`src/verilog/exe_core_pkg.sv`:
```
package exe_core_pkg;

    localparam int DATA_W = 32;

    typedef enum logic [3:0] {
        ALU_ADD  = 4'd0,
        ALU_SUB  = 4'd1,
        ALU_SLT  = 4'd2,
        ALU_SLTU = 4'd3,
        ALU_AND  = 4'd4,
        ALU_OR   = 4'd5,
        ALU_XOR  = 4'd6,
        ALU_NOR  = 4'd7,
        ALU_SLL  = 4'd8,
        ALU_SRL  = 4'd9,
        ALU_SRA  = 4'd10,
        ALU_MUL  = 4'd11
    } alu_op_e;

    typedef enum logic [1:0] {
        MEM_BYTE = 2'd0,
        MEM_HALF = 2'd1,
        MEM_WORD = 2'd2
    } mem_size_e;

    typedef enum logic [1:0] {
        ECODE_NONE = 2'd0,
        ECODE_ALE  = 2'd1, // misaligned half or word access
        ECODE_INE  = 2'd2  // unknown encoding
    } ecode_e;

    typedef struct packed {
        logic [16:0] opcode;
        logic [4:0]  rk;
        logic [4:0]  rj;
        logic [4:0]  rd;
    } inst_3r_t;

    typedef struct packed {
        logic [9:0]  opcode;
        logic [11:0] imm;
        logic [4:0]  rj;
        logic [4:0]  rd;
    } inst_2ri12_t;

    typedef union packed {
        inst_3r_t    r3;
        inst_2ri12_t ri12;
    } inst_u;

    // 3R opcodes, inst[31:15]
    localparam logic [16:0] OP_ADD_W = 17'h00020;
    localparam logic [16:0] OP_SUB_W = 17'h00022;
    localparam logic [16:0] OP_SLT   = 17'h00024;
    localparam logic [16:0] OP_SLTU  = 17'h00025;
    localparam logic [16:0] OP_NOR   = 17'h00028;
    localparam logic [16:0] OP_AND   = 17'h00029;
    localparam logic [16:0] OP_OR    = 17'h0002a;
    localparam logic [16:0] OP_XOR   = 17'h0002b;
    localparam logic [16:0] OP_SLL_W = 17'h0002e;
    localparam logic [16:0] OP_SRL_W = 17'h0002f;
    localparam logic [16:0] OP_SRA_W = 17'h00030;
    localparam logic [16:0] OP_MUL_W = 17'h00038;

    // 2RI12 opcodes, inst[31:22]
    localparam logic [9:0] OP_SLTI   = 10'h008;
    localparam logic [9:0] OP_SLTUI  = 10'h009;
    localparam logic [9:0] OP_ADDI_W = 10'h00a;
    localparam logic [9:0] OP_ANDI   = 10'h00d;
    localparam logic [9:0] OP_ORI    = 10'h00e;
    localparam logic [9:0] OP_XORI   = 10'h00f;
    localparam logic [9:0] OP_LD_B   = 10'h0a0;
    localparam logic [9:0] OP_LD_H   = 10'h0a1;
    localparam logic [9:0] OP_LD_W   = 10'h0a2;
    localparam logic [9:0] OP_ST_B   = 10'h0a4;
    localparam logic [9:0] OP_ST_H   = 10'h0a5;
    localparam logic [9:0] OP_ST_W   = 10'h0a6;
    localparam logic [9:0] OP_LD_BU  = 10'h0a8;
    localparam logic [9:0] OP_LD_HU  = 10'h0a9;

endpackage
```
`src/verilog/mem_stage_if.sv`:
```
interface mem_stage_if;
    import exe_core_pkg::*;

    logic              valid;
    logic              allowin;
    logic [DATA_W-1:0] pc;
    logic [DATA_W-1:0] alu_result;
    logic              rf_we;
    logic [4:0]        rf_waddr;
    logic              mem_load;
    mem_size_e         mem_size;
    logic              mem_unsigned;
    logic [1:0]        addr_low;    // byte lane of the load
    ecode_e            ecode;

    modport sender (
        output valid, pc, alu_result, rf_we, rf_waddr, mem_load, mem_size,
               mem_unsigned, addr_low, ecode,
        input  allowin
    );

    modport receiver (
        input  valid, pc, alu_result, rf_we, rf_waddr, mem_load, mem_size,
               mem_unsigned, addr_low, ecode,
        output allowin
    );
endinterface

```
`src/verilog/ex_stage_if.sv`:
```
interface ex_stage_if;
    import exe_core_pkg::*;

    logic              valid;
    logic              allowin;
    logic [DATA_W-1:0] pc;
    alu_op_e           alu_op;
    logic [DATA_W-1:0] src1;
    logic [DATA_W-1:0] src2;
    logic [DATA_W-1:0] rkd_value;    // store data
    logic              rf_we;
    logic [4:0]        rf_waddr;
    logic              mem_load;
    logic              mem_store;
    mem_size_e         mem_size;
    logic              mem_unsigned;
    ecode_e            ecode;

    modport sender (
        output valid, pc, alu_op, src1, src2, rkd_value, rf_we, rf_waddr,
               mem_load, mem_store, mem_size, mem_unsigned, ecode,
        input  allowin
    );

    modport receiver (
        input  valid, pc, alu_op, src1, src2, rkd_value, rf_we, rf_waddr,
               mem_load, mem_store, mem_size, mem_unsigned, ecode,
        output allowin
    );
endinterface

```
`src/verilog/exe_core.sv`:
```
module exe_core (
    input  logic                 clk,
    input  logic                 resetn,
    input  logic                 flush,
    input  logic                 inst_valid,
    output logic                 inst_allowin,
    input  logic [31:0]          inst,
    input  logic [31:0]          pc,
    input  logic [31:0]          rj_value,
    input  logic [31:0]          rkd_value,
    output logic                 data_sram_en,
    output logic [3:0]           data_sram_we,
    output logic [31:0]          data_sram_addr,
    output logic [31:0]          data_sram_wdata,
    input  logic [31:0]          data_sram_rdata,
    output logic                 wb_valid,
    output logic [31:0]          wb_pc,
    output logic                 wb_rf_we,
    output logic [4:0]           wb_rf_waddr,
    output logic [31:0]          wb_rf_wdata,
    output logic                 wb_excep,
    output exe_core_pkg::ecode_e wb_ecode
);
    ex_stage_if  ex_if ();
    mem_stage_if ms_if ();

    id_decode i_id_decode (
        .inst_valid   (inst_valid),
        .inst_allowin (inst_allowin),
        .inst         (inst),
        .pc           (pc),
        .rj_value     (rj_value),
        .rkd_value    (rkd_value),
        .ex           (ex_if)
    );

    ex_stage i_ex_stage (
        .clk             (clk),
        .resetn          (resetn),
        .flush           (flush),
        .id              (ex_if),
        .ms              (ms_if),
        .data_sram_en    (data_sram_en),
        .data_sram_we    (data_sram_we),
        .data_sram_addr  (data_sram_addr),
        .data_sram_wdata (data_sram_wdata)
    );

    wb_result i_wb_result (
        .clk             (clk),
        .resetn          (resetn),
        .ms              (ms_if),
        .data_sram_rdata (data_sram_rdata),
        .wb_valid        (wb_valid),
        .wb_pc           (wb_pc),
        .wb_rf_we        (wb_rf_we),
        .wb_rf_waddr     (wb_rf_waddr),
        .wb_rf_wdata     (wb_rf_wdata),
        .wb_excep        (wb_excep),
        .wb_ecode        (wb_ecode)
    );
endmodule

```
`src/verilog/wb_result.sv`:
```
module wb_result (
    input  logic                            clk,
    input  logic                            resetn,
    mem_stage_if.receiver                   ms,
    input  logic [exe_core_pkg::DATA_W-1:0] data_sram_rdata,
    output logic                            wb_valid,
    output logic [exe_core_pkg::DATA_W-1:0] wb_pc,
    output logic                            wb_rf_we,
    output logic [4:0]                      wb_rf_waddr,
    output logic [exe_core_pkg::DATA_W-1:0] wb_rf_wdata,
    output logic                            wb_excep,
    output exe_core_pkg::ecode_e            wb_ecode
);
    import exe_core_pkg::*;

    logic              rs_rf_we;
    logic [DATA_W-1:0] rs_alu_result;
    logic              rs_load;
    mem_size_e         rs_size;
    logic              rs_unsigned;
    logic [1:0]        rs_addr_low;
    logic [7:0]        load_byte;
    logic [15:0]       load_half;
    logic [DATA_W-1:0] load_data;

    assign ms.allowin = 1'b1;  // result stage never stalls

    always_ff @(posedge clk) begin
        if (!resetn) begin
            wb_valid <= 1'b0;
        end else begin
            wb_valid <= ms.valid;
        end
    end

    always_ff @(posedge clk) begin
        if (ms.valid && ms.allowin) begin
            wb_pc         <= ms.pc;
            rs_rf_we      <= ms.rf_we;
            wb_rf_waddr   <= ms.rf_waddr;
            rs_alu_result <= ms.alu_result;
            rs_load       <= ms.mem_load;
            rs_size       <= ms.mem_size;
            rs_unsigned   <= ms.mem_unsigned;
            rs_addr_low   <= ms.addr_low;
            wb_ecode      <= ms.ecode;
        end
    end

    // rdata arrives the cycle after the request, i.e. now
    assign load_byte = data_sram_rdata[rs_addr_low*8 +: 8];
    assign load_half = rs_addr_low[1] ? data_sram_rdata[31:16] : data_sram_rdata[15:0];

    always_comb begin
        case (rs_size)
            MEM_BYTE: load_data = {{24{load_byte[7] && !rs_unsigned}}, load_byte};
            MEM_HALF: load_data = {{16{load_half[15] && !rs_unsigned}}, load_half};
            default:  load_data = data_sram_rdata;
        endcase
    end

    assign wb_rf_wdata = rs_load ? load_data : rs_alu_result;
    assign wb_rf_we    = wb_valid && rs_rf_we;
    assign wb_excep    = wb_valid && wb_ecode != ECODE_NONE;
endmodule

```
`src/verilog/ex_stage.sv`:
```
module ex_stage (
    input  logic                            clk,
    input  logic                            resetn,
    input  logic                            flush,
    ex_stage_if.receiver                    id,
    mem_stage_if.sender                     ms,
    output logic                            data_sram_en,
    output logic [3:0]                      data_sram_we,
    output logic [exe_core_pkg::DATA_W-1:0] data_sram_addr,
    output logic [exe_core_pkg::DATA_W-1:0] data_sram_wdata
);
    import exe_core_pkg::*;

    logic              ex_valid;
    logic              ex_start;    // first cycle in execute
    logic [DATA_W-1:0] ex_pc;
    alu_op_e           ex_alu_op;
    logic [DATA_W-1:0] ex_src1;
    logic [DATA_W-1:0] ex_src2;
    logic [DATA_W-1:0] ex_rkd_value;
    logic              ex_rf_we;
    logic [4:0]        ex_rf_waddr;
    logic              ex_load;
    logic              ex_store;
    mem_size_e         ex_size;
    logic              ex_unsigned;
    ecode_e            ex_ecode_in;

    logic              transfer;
    logic              alu_complete;
    logic [DATA_W-1:0] alu_result;
    logic              ale;
    ecode_e            ex_ecode;
    logic [3:0]        byte_en;

    assign transfer   = id.valid && id.allowin;
    assign id.allowin = !ex_valid || (alu_complete && ms.allowin);

    always_ff @(posedge clk) begin
        if (!resetn) begin
            ex_valid <= 1'b0;
            ex_start <= 1'b0;
        end else begin
            ex_start <= transfer && !flush;
            if (flush) begin
                ex_valid <= 1'b0;  // input transfer dropped too
            end else if (id.allowin) begin
                ex_valid <= id.valid;
            end
        end
    end

    always_ff @(posedge clk) begin
        if (transfer) begin
            ex_pc        <= id.pc;
            ex_alu_op    <= id.alu_op;
            ex_src1      <= id.src1;
            ex_src2      <= id.src2;
            ex_rkd_value <= id.rkd_value;
            ex_rf_we     <= id.rf_we;
            ex_rf_waddr  <= id.rf_waddr;
            ex_load      <= id.mem_load;
            ex_store     <= id.mem_store;
            ex_size      <= id.mem_size;
            ex_unsigned  <= id.mem_unsigned;
            ex_ecode_in  <= id.ecode;
        end
    end

    alu i_alu (
        .clk      (clk),
        .resetn   (resetn),
        .start    (ex_start),
        .alu_op   (ex_alu_op),
        .src1     (ex_src1),
        .src2     (ex_src2),
        .result   (alu_result),
        .complete (alu_complete)
    );

    assign ale = (ex_load || ex_store) &&
                 ((ex_size == MEM_HALF && alu_result[0]) ||
                  (ex_size == MEM_WORD && alu_result[1:0] != 2'b00));
    assign ex_ecode = ex_ecode_in != ECODE_NONE ? ex_ecode_in :
                      ale ? ECODE_ALE : ECODE_NONE;

    always_comb begin
        case (ex_size)
            MEM_BYTE: begin
                byte_en         = 4'b0001 << alu_result[1:0];
                data_sram_wdata = {4{ex_rkd_value[7:0]}};
            end
            MEM_HALF: begin
                byte_en         = alu_result[1] ? 4'b1100 : 4'b0011;
                data_sram_wdata = {2{ex_rkd_value[15:0]}};
            end
            default: begin
                byte_en         = 4'b1111;
                data_sram_wdata = ex_rkd_value;
            end
        endcase
    end

    assign data_sram_en   = ex_valid && (ex_load || ex_store) && ex_ecode == ECODE_NONE && !flush;
    assign data_sram_we   = {4{data_sram_en && ex_store}} & byte_en;
    assign data_sram_addr = alu_result;

    assign ms.valid        = ex_valid && alu_complete && !flush;  // flushed one is dropped
    assign ms.pc           = ex_pc;
    assign ms.alu_result   = alu_result;
    assign ms.rf_we        = ex_rf_we && ex_ecode == ECODE_NONE;
    assign ms.rf_waddr     = ex_rf_waddr;
    assign ms.mem_load     = ex_load;
    assign ms.mem_size     = ex_size;
    assign ms.mem_unsigned = ex_unsigned;
    assign ms.addr_low     = alu_result[1:0];
    assign ms.ecode        = ex_ecode;
endmodule

```
`src/verilog/alu.sv`:
```
module alu (
    input  logic                            clk,
    input  logic                            resetn,
    input  logic                            start,
    input  exe_core_pkg::alu_op_e           alu_op,
    input  logic [exe_core_pkg::DATA_W-1:0] src1,
    input  logic [exe_core_pkg::DATA_W-1:0] src2,
    output logic [exe_core_pkg::DATA_W-1:0] result,
    output logic                            complete
);
    import exe_core_pkg::*;

    logic [4:0]        shamt;
    logic              mul_load;
    logic [DATA_W-1:0] mcand;   // shifted multiplicand
    logic [DATA_W-1:0] mplier;  // remaining multiplier bits
    logic [DATA_W-1:0] acc;

    assign shamt    = src2[4:0];
    assign mul_load = start && alu_op == ALU_MUL;

    // the multiplier register is the only state, zero means idle or done
    always_ff @(posedge clk) begin
        if (!resetn) begin
            mplier <= '0;
        end else if (mul_load) begin
            mplier <= src2;
        end else if (mplier != '0) begin
            mplier <= mplier >> 1;
        end
    end

    always_ff @(posedge clk) begin
        if (mul_load) begin
            acc   <= '0;
            mcand <= src1;
        end else if (mplier != '0) begin
            if (mplier[0]) begin
                acc <= acc + mcand;
            end
            mcand <= mcand << 1;  // upper product bits drop off
        end
    end

    always_comb begin
        case (alu_op)
            ALU_ADD:  result = src1 + src2;
            ALU_SUB:  result = src1 - src2;
            ALU_SLT:  result = {{(DATA_W-1){1'b0}}, $signed(src1) < $signed(src2)};
            ALU_SLTU: result = {{(DATA_W-1){1'b0}}, src1 < src2};
            ALU_AND:  result = src1 & src2;
            ALU_OR:   result = src1 | src2;
            ALU_XOR:  result = src1 ^ src2;
            ALU_NOR:  result = ~(src1 | src2);
            ALU_SLL:  result = src1 << shamt;
            ALU_SRL:  result = src1 >> shamt;
            ALU_SRA:  result = $unsigned($signed(src1) >>> shamt);
            ALU_MUL:  result = acc;
            default:  result = '0;
        endcase
    end

    // first cycle of a multiply is never complete
    assign complete = (alu_op != ALU_MUL) || (!start && mplier == '0);
endmodule

```
`src/verilog/id_decode.sv`:
```
module id_decode (
    input  logic                             inst_valid,
    output logic                             inst_allowin,
    input  exe_core_pkg::inst_u              inst,
    input  logic [exe_core_pkg::DATA_W-1:0]  pc,
    input  logic [exe_core_pkg::DATA_W-1:0]  rj_value,
    input  logic [exe_core_pkg::DATA_W-1:0]  rkd_value,
    ex_stage_if.sender                       ex
);
    import exe_core_pkg::*;

    logic              is_3r;
    logic [DATA_W-1:0] simm;
    logic [DATA_W-1:0] uimm;

    assign simm = {{(DATA_W-12){inst.ri12.imm[11]}}, inst.ri12.imm};
    assign uimm = {{(DATA_W-12){1'b0}}, inst.ri12.imm}; // logic immediates

    assign inst_allowin = ex.allowin;
    assign ex.valid     = inst_valid;
    assign ex.pc        = pc;
    assign ex.src1      = rj_value;
    assign ex.rkd_value = rkd_value;
    assign ex.rf_waddr  = inst.r3.rd;  // rd sits at the same place in both views

    always_comb begin
        is_3r           = 1'b1;
        ex.alu_op       = ALU_ADD;
        ex.src2         = rkd_value;
        ex.rf_we        = 1'b1;
        ex.mem_load     = 1'b0;
        ex.mem_store    = 1'b0;
        ex.mem_size     = MEM_WORD;
        ex.mem_unsigned = 1'b0;
        ex.ecode        = ECODE_NONE;

        case (inst.r3.opcode)
            OP_ADD_W: ex.alu_op = ALU_ADD;
            OP_SUB_W: ex.alu_op = ALU_SUB;
            OP_SLT:   ex.alu_op = ALU_SLT;
            OP_SLTU:  ex.alu_op = ALU_SLTU;
            OP_AND:   ex.alu_op = ALU_AND;
            OP_OR:    ex.alu_op = ALU_OR;
            OP_XOR:   ex.alu_op = ALU_XOR;
            OP_NOR:   ex.alu_op = ALU_NOR;
            OP_SLL_W: ex.alu_op = ALU_SLL;
            OP_SRL_W: ex.alu_op = ALU_SRL;
            OP_SRA_W: ex.alu_op = ALU_SRA;
            OP_MUL_W: ex.alu_op = ALU_MUL;
            default:  is_3r = 1'b0;
        endcase

        if (!is_3r) begin
            ex.src2 = simm;  // address for loads and stores as well
            case (inst.ri12.opcode)
                OP_ADDI_W: ex.alu_op = ALU_ADD;
                OP_SLTI:   ex.alu_op = ALU_SLT;
                OP_SLTUI:  ex.alu_op = ALU_SLTU;
                OP_ANDI: begin
                    ex.alu_op = ALU_AND;
                    ex.src2   = uimm;
                end
                OP_ORI: begin
                    ex.alu_op = ALU_OR;
                    ex.src2   = uimm;
                end
                OP_XORI: begin
                    ex.alu_op = ALU_XOR;
                    ex.src2   = uimm;
                end
                OP_LD_B, OP_LD_BU: begin
                    ex.mem_load     = 1'b1;
                    ex.mem_size     = MEM_BYTE;
                    ex.mem_unsigned = inst.ri12.opcode == OP_LD_BU;
                end
                OP_LD_H, OP_LD_HU: begin
                    ex.mem_load     = 1'b1;
                    ex.mem_size     = MEM_HALF;
                    ex.mem_unsigned = inst.ri12.opcode == OP_LD_HU;
                end
                OP_LD_W: ex.mem_load = 1'b1;
                OP_ST_B, OP_ST_H, OP_ST_W: begin
                    ex.mem_store = 1'b1;
                    ex.rf_we     = 1'b0;
                    ex.mem_size  = inst.ri12.opcode == OP_ST_B ? MEM_BYTE :
                                   inst.ri12.opcode == OP_ST_H ? MEM_HALF : MEM_WORD;
                end
                default: begin
                    ex.ecode = ECODE_INE;
                    ex.rf_we = 1'b0;
                end
            endcase
        end
    end
endmodule

```
`config.mk`:
```
export PLATFORM = sky130hd
export DESIGN_NAME = exe_core
export DESIGN_NICKNAME = d
export VERILOG_FILES = /design/src/verilog/exe_core_pkg.sv /design/src/verilog/mem_stage_if.sv /design/src/verilog/ex_stage_if.sv /design/src/verilog/exe_core.sv /design/src/verilog/wb_result.sv /design/src/verilog/ex_stage.sv /design/src/verilog/alu.sv /design/src/verilog/id_decode.sv
export SDC_FILE = /design/constraint.sdc
export NUM_CORES = 1
export LEC_CHECK = 0
export BUFFER_PORTS_ARGS = -buffer_cell sky130_fd_sc_hd__buf_2
export CORE_ASPECT_RATIO = 1.4
export CORE_UTILIZATION = 40
export CTS_CLUSTER_SIZE = 20
export DETAILED_ROUTE_END_ITERATION = 6
export SETUP_SLACK_MARGIN = 0.5
export SYNTH_ARGS = -nofsm -noshare
export SYNTH_HDL_FRONTEND = slang
export SYNTH_SLANG_ARGS = --single-unit
```
`constraint.sdc`:
```
create_clock -name clk -period 13 [get_ports clk]
set_input_delay 2.6 -clock clk [delete_from_list [all_inputs] [get_ports clk]]
set_output_delay 2.6 -clock clk [all_outputs]
set_load 0.05 [all_outputs]
```
# Word level (Yosys, flattened, before mapping)
# Cells that the tools add are included.
dict set report word_totals {
  latch_bits 0
  register_bits 322
  memories 0
  elab_cells 157
  ram_bits 0
  mem_bits_ro 0
  output_inout_bits 144
}
dict set report op_classes {
  bitwise 6
  addsub 3
  mux 27
  mul 0
  n_shift 5
  div_mod_pow 0
  n_reduce_logical 46
  eq_ne 41
  n_lt_le_gt_ge 2
}
# operator count
set ops {}
lappend ops {{$pmux W32 S12} 1}
lappend ops {{$mux W32} 7}
lappend ops {{$eq A17 B6 Y1 const B} 12}
lappend ops {{$pmux W32 S2} 2}
lappend ops {{$eq A10 B8 Y1 const B} 8}
lappend ops {{$add A32 B32 Y32} 2}
lappend ops {{$lt A32 B32 Y1} 2}
lappend ops {{$eq A10 B4 Y1 const B} 6}
lappend ops {{$pmux W4 S11} 1}
lappend ops {{$and A32 B32 Y32} 1}
lappend ops {{$logic_not A32 Y1} 1}
lappend ops {{$not A32 Y32} 1}
lappend ops {{$or A32 B32 Y32} 1}
lappend ops {{$reduce_bool A32 Y1} 1}
lappend ops {{$shiftx A32 B6 Y8} 1}
lappend ops {{$shl A32 B5 Y32} 1}
lappend ops {{$shr A32 B5 Y32} 1}
lappend ops {{$sshr A32 B5 Y32} 1}
lappend ops {{$sub A32 B32 Y32} 1}
lappend ops {{$xor A32 B32 Y32} 1}
lappend ops {{$pmux W4 S6} 1}
lappend ops {{$logic_and A1 B1 Y1} 18}
lappend ops {{$eq A4 B3 Y1 const B} 4}
lappend ops {{$eq A4 B4 Y1 const B} 4}
lappend ops {{27 further kinds} 51}

# Depth between registers and ports, before layout
dict set report logic_depth {
  depth_word 14
  depth_mapped 15
}

# Modules after synthesis
# From an unflattened synthesis, not the netlist that was laid out.
dict set report hier_totals {
  hier_cells 2589
  area_unflattened_um2 24332.1
}
# module area_each_um2 cells_per_inst instances
set modules_own_cells {}
lappend modules_own_cells {alu 14062.2 1866 1}
lappend modules_own_cells {ex_stage 5348.9 270 1}
lappend modules_own_cells {wb_result 3397.0 243 1}
lappend modules_own_cells {id_decode 1524.0 210 1}

# Worst setup path before layout
# Ideal clock, no wire load.
dict set report synth_timing {
  kind {flip-flop to output port}
  from {register i_ex_stage.ex_src2[2]}
  to {output data_sram_we[1]}
  stages_incl_launch_ff 16
  n_path_buf 4
  required_ns 10.400
  arrival_ns 4.751
  slack_ns 5.649
  path_cell_list {edfxtp_1 inv_2 buf_2 buf_1 buf_2 buf_2 ha_1 nor2b_1 o221ai_1 o211ai_1 o21ai_1 a21oi_1 nand4_1 a21oi_4 nor2_1 a211oi_1}
}
dict set report synth_via {
  elab_chain_len 13
  word_cells_on_any_way 21
}
# element line
set synth_lines {}
lappend synth_lines {{from (decl)} ex_stage.sv:19} ;# logic [DATA_W-1:0] ex_src2;
lappend synth_lines {{from (signal assigned)} ex_stage.sv:58} ;# ex_src2 <= id.src2;
lappend synth_lines {{$lt A32 B32 Y1 (tied with other cells)} alu.sv:50} ;# ALU_SLTU: result = {{(DATA_W-1){1'b0}}, src1 < src2};
lappend synth_lines {{$pmux W32 S12 (*)} alu.sv:46} ;# case (alu_op)
lappend synth_lines {{$reduce_bool A2 Y1} ex_stage.sv:83} ;# (ex_size == MEM_WORD && alu_result[1:0] != 2'b00));
lappend synth_lines {{$logic_and A1 B1 Y1} ex_stage.sv:83}
lappend synth_lines {{$logic_or A1 B1 Y1} ex_stage.sv:82} ;# ((ex_size == MEM_HALF && alu_result[0]) ||
lappend synth_lines {{$logic_and A1 B1 Y1} ex_stage.sv:81} ;# assign ale = (ex_load || ex_store) &&
lappend synth_lines {{$mux W1} ex_stage.sv:85} ;# ale ? ECODE_ALE : ECODE_NONE;
lappend synth_lines {{$mux W2} ex_stage.sv:84} ;# assign ex_ecode = ex_ecode_in != ECODE_NONE ? ex_ecode_in :
lappend synth_lines {{$logic_not A2 Y1} ex_stage.sv:104} ;# assign data_sram_en = ex_valid && (ex_load || ex_store) && ex_ecode == ECODE_NONE && !flush;
lappend synth_lines {{$logic_and A1 B1 Y1 (2 in a row)} ex_stage.sv:104}
lappend synth_lines {{$logic_and A1 B1 Y1} ex_stage.sv:105} ;# assign data_sram_we = {4{data_sram_en && ex_store}} & byte_en;
lappend synth_lines {{$and A4 B4 Y4 (*)} ex_stage.sv:105}
lappend synth_lines {{to (decl)} exe_core.sv:12} ;# output logic [3:0] data_sram_we,
# Every way passes the cells marked *; elsewhere a longest branch is shown, timed or not.

# Worst setup path in the final report
dict set report layout_timing {
  from {register i_ex_stage.ex_src2[2]}
  to {output data_sram_addr[20]}
}
dict set report layout_via {
  elab_chain_len 2
  word_cells_on_any_way 6
}
# element line
set layout_lines {}
lappend layout_lines {{$sub A32 B32 Y32 (tied with other cells)} alu.sv:48} ;# ALU_SUB: result = src1 - src2;
lappend layout_lines {{$pmux W32 S12 (*)} alu.sv:46}
lappend layout_lines {{to (decl)} exe_core.sv:13} ;# output logic [31:0] data_sram_addr,
# Marked as above.

==> out/results.txt <==
status - completed
io pins - 308
Layout area overhead - 14.0%
syn_nets - 2807
ratio of cells with drive above 1 in the final layout - 19.0%
Initial DRC Count - 1761
slowest stage delay, CP - 0.83 ns
crit start category - flop
Worst-Skew Late Latency - 0.56 ns
RSZ-0062 raised after global routing - false
CTS sink cnt - 319
final core utilization - 46.5%
via/cell ratio - 6.23
Slew HR - 25.7%
Mapped Cells - 2512
Worst Hold Class - flop to flop
hold path depth - 0
Num CTS Buffers - 34
Max Cap Viol - 0
Cell Chain, Critical Path - buf_4 > inv_2 > buf_4 > ha_1 > a211oi_1 > o21ai_0 > a21boi_1 > a211oi_1 > a211o_1 > and2_1 > nor2_1 > o21a_1 > o21ai_0 > buf_2
prevailing post-synth register cell - edfxtp_1
Worst R2R Setup Slack - 7.65 ns
share of synthesized flip-flops with an asynchronous set or reset - 0%
global-route wire length before repair - 135000 µm
Worst Path Required - 10.40 ns
Place WS - 5.18 ns
CTS Buffer Depth - 3
CTS root buffer - clkbuf_16
Synth Register Bits - 319
Syn. warnings - 0
Worst VDD drop - 0.147 mV
critical path type - flop to output pin
met3 routed WL - 6270 µm
die area - 58700 µm²
leakage - 10.7 nW
Hold-fix buffers, CTS - 0
worst setup margin - 4.47 ns
time the worst path needs with I/O delays and setup - 8.53 ns
fill count - 5546
max-slew violation count - 0
EDFF count, synth - 252
Initial Util - 40.8%
TritonCTS clock tree - done
Max Fclk - 0.117 GHz
Final GP Congestion - 1.01
Final Hold Viols - 0
hpwl dp - 70200 µm
reg2reg path depth - 13
Wirelength per Cell - 26.5 µm
Worst-path clk slew - 0.06 ns
Detail Route met2 WL - 44800 µm
total power - 2.83 mW
Mean Syn Cell Area - 9.20 µm²
placed instance area - 25200 µm²
worst r2r dst - i_wb_result.rs_alu_result[28]
die height - 286 µm
Antenna Cells - 0
Crit path max-delay family - compound AO/OA/AOI/OAI gates
die width - 205 µm
buffers added on ports - 302
Detail Route Antenna Nets - 0
core area - 56700 µm²
pwr dens - 107 nW/µm²
Clock Skews - 0.0252 ns
routed wire length - 92400 µm
length of routed wiring on met1 - 34800 µm
Post-CTS Setup Bufs - 0
detailed-route via count - 21.7k
post-synth top area share - 32.7%
cts repair resizes - 0
Netlist Area Pre-Place - 23100 µm²
total number of placement rows - 103
Total GRT Usage - 30.9%
slew of the pin with the lowest slew margin - 1.11 ns
CP Capture Type - output pin
post-route DRC violation count - 0
worst hold path startpoint - i_ex_stage.ms.pc[23]
vias in the first global route - 21.2k
sequential area share after synthesis - 38.6%
Critical Path AT - 5.93 ns
CP max FO - 59
Synth area leader - edfxtp_1
number of nets in the layout - 3022
Hold Crit Endpoint - i_wb_result.wb_pc[23]
setup TNS - 0 ns
Reg2Reg Launch Point - i_ex_stage.ex_src2[2]
CP max stage cell - a211oi_1
initial antenna violation count - 1
Top Metal Used - met5
post-route design area - 26300 µm²
H-Tree Depth - 2
Pre-antenna DRT Iters - 6
grt total ovfl - 0
post-synth cell types - 92
Final Cycle Share - 65.6%
CP bufs+invs - 4
largest net degree at the start of global routing - 75
count of final setup violators - 0
synth top area cells - edfxtp_1, ha_1, dfxtp_1
==> flip-flops by register name, indices dropped and copies added, names as in the netlist, 2 cells and up <==
| signal | flops |
|---|---|
| i_ex_stage.ex_rkd_value | 32 |
| i_ex_stage.ex_src1 | 32 |
| i_ex_stage.ex_src2 | 32 |
| i_ex_stage.i_alu.acc | 32 |
| i_ex_stage.i_alu.mcand | 32 |
| i_ex_stage.i_alu.mplier | 32 |
| i_ex_stage.ms.pc | 32 |
| i_wb_result.wb_pc | 32 |
| i_wb_result.rs_alu_result | 31 |
| i_ex_stage.ms.rf_waddr | 5 |
| i_wb_result.wb_rf_waddr | 5 |
| i_ex_stage.ex_alu_op | 4 |
| i_ex_stage.ms.mem_size | 2 |
| i_wb_result.rs_size | 2 |
| i_wb_result.wb_ecode | 2 |
==> worst max path at each step <==
stage                         endpoint  slack (ns)  cells after the start                  start
finish              data_sram_addr[20]        4.47                     14  i_ex_stage.ex_src2[2]
global route              data_sram_en        4.34                     14  i_ex_stage.ex_src2[2]
CTS                       data_sram_en        4.58                     14  i_ex_stage.ex_src2[2]
detailed placement        data_sram_en        5.18                     14  i_ex_stage.ex_src2[2]
global placement    data_sram_addr[20]        5.14                     14  i_ex_stage.ex_src2[2]
floorplan              data_sram_we[1]        5.65                     15  i_ex_stage.ex_src2[2]
==> per-stage QoR <==
stage / hold slack (ns) / cells
detailed placement: 0.405 / 3425
floorplan: 0.400 / 2512
global route: 0.419 / 3488
CTS: 0.418 / 3487
finish: 0.414 / 3488
global placement: 0.400 / 3425
==> per-layer routing <==
layer,vias to the layer above,GRT usage (%)
li1,9830,-
met5,-,0
met4,2,19.8
met1,10700,36.3
met3,235,5.18
met2,993,52.0
==> worst reg2reg max path: cells and delay by family, from the launching register on <==
kind            cells  cell delay [ns]
compound gates      6             2.45
xor+xnor            1             0.11
fa+ha+maj           1             0.57
buf+inv             3             0.97
flops               1             0.32
simple gates        2             0.51
==> kinds of logic (layout without fill, tap and decap cells) <==
logic type | count (synthesis) | count (layout) | share of synthesized area [%]
AO/OA/AOI/OAI | 789 | 789 | 22.4
AND/OR/NAND/NOR | 789 | 789 | 15.5
flip-flops | 319 | 319 | 38.6
buffers and inverters | 289 | 530 | 5.27
multiplexers | 171 | 171 | 10.1
adder cells (fa/ha/maj) | 131 | 131 | 7.19
XOR/XNOR | 24 | 24 | 0.910
==> layout by cell type (no fill, tap or decap), types with 48 or more instances in the layout <==
master and instances:
a21o_1 59, a21oi_1 208, buf_2 303, buf_4 48, dfxtp_1 66, edfxtp_1 252
ha_1 128, inv_1 112, mux2i_1 81, nand2_1 283, nor2_1 256, o21ai_0 170
==> where the power goes <==
part,internal (mW),switching [mW]
sequential,1.14,0.0346
combinational,0.191,0.419
clock,0.624,0.420
total,1.95,0.874
==> cells in the mapped netlist, drive strengths merged (53+ instances only) <==
cell type	count
buf	53
ha	128
nor2	258
nand2	285
mux2i	81
o21ai	182
a21o	59
inv	115
a21oi	210
clkbuf	119
dfxtp	67
edfxtp	252
==> final cells by class <==
type	count	area [µm²]	area share, %
Multi-Input combinational cell	1904	13000	49.4
Tap cell	735	920	3.49
Sequential cell	319	8910	33.8
Inverter	117	439	1.67
Timing Repair Buffer	351	1880	7.12
Clock buffer	46	967	3.67
Clock inverter	16	221	0.841
(Power assumes the default switching activity.)
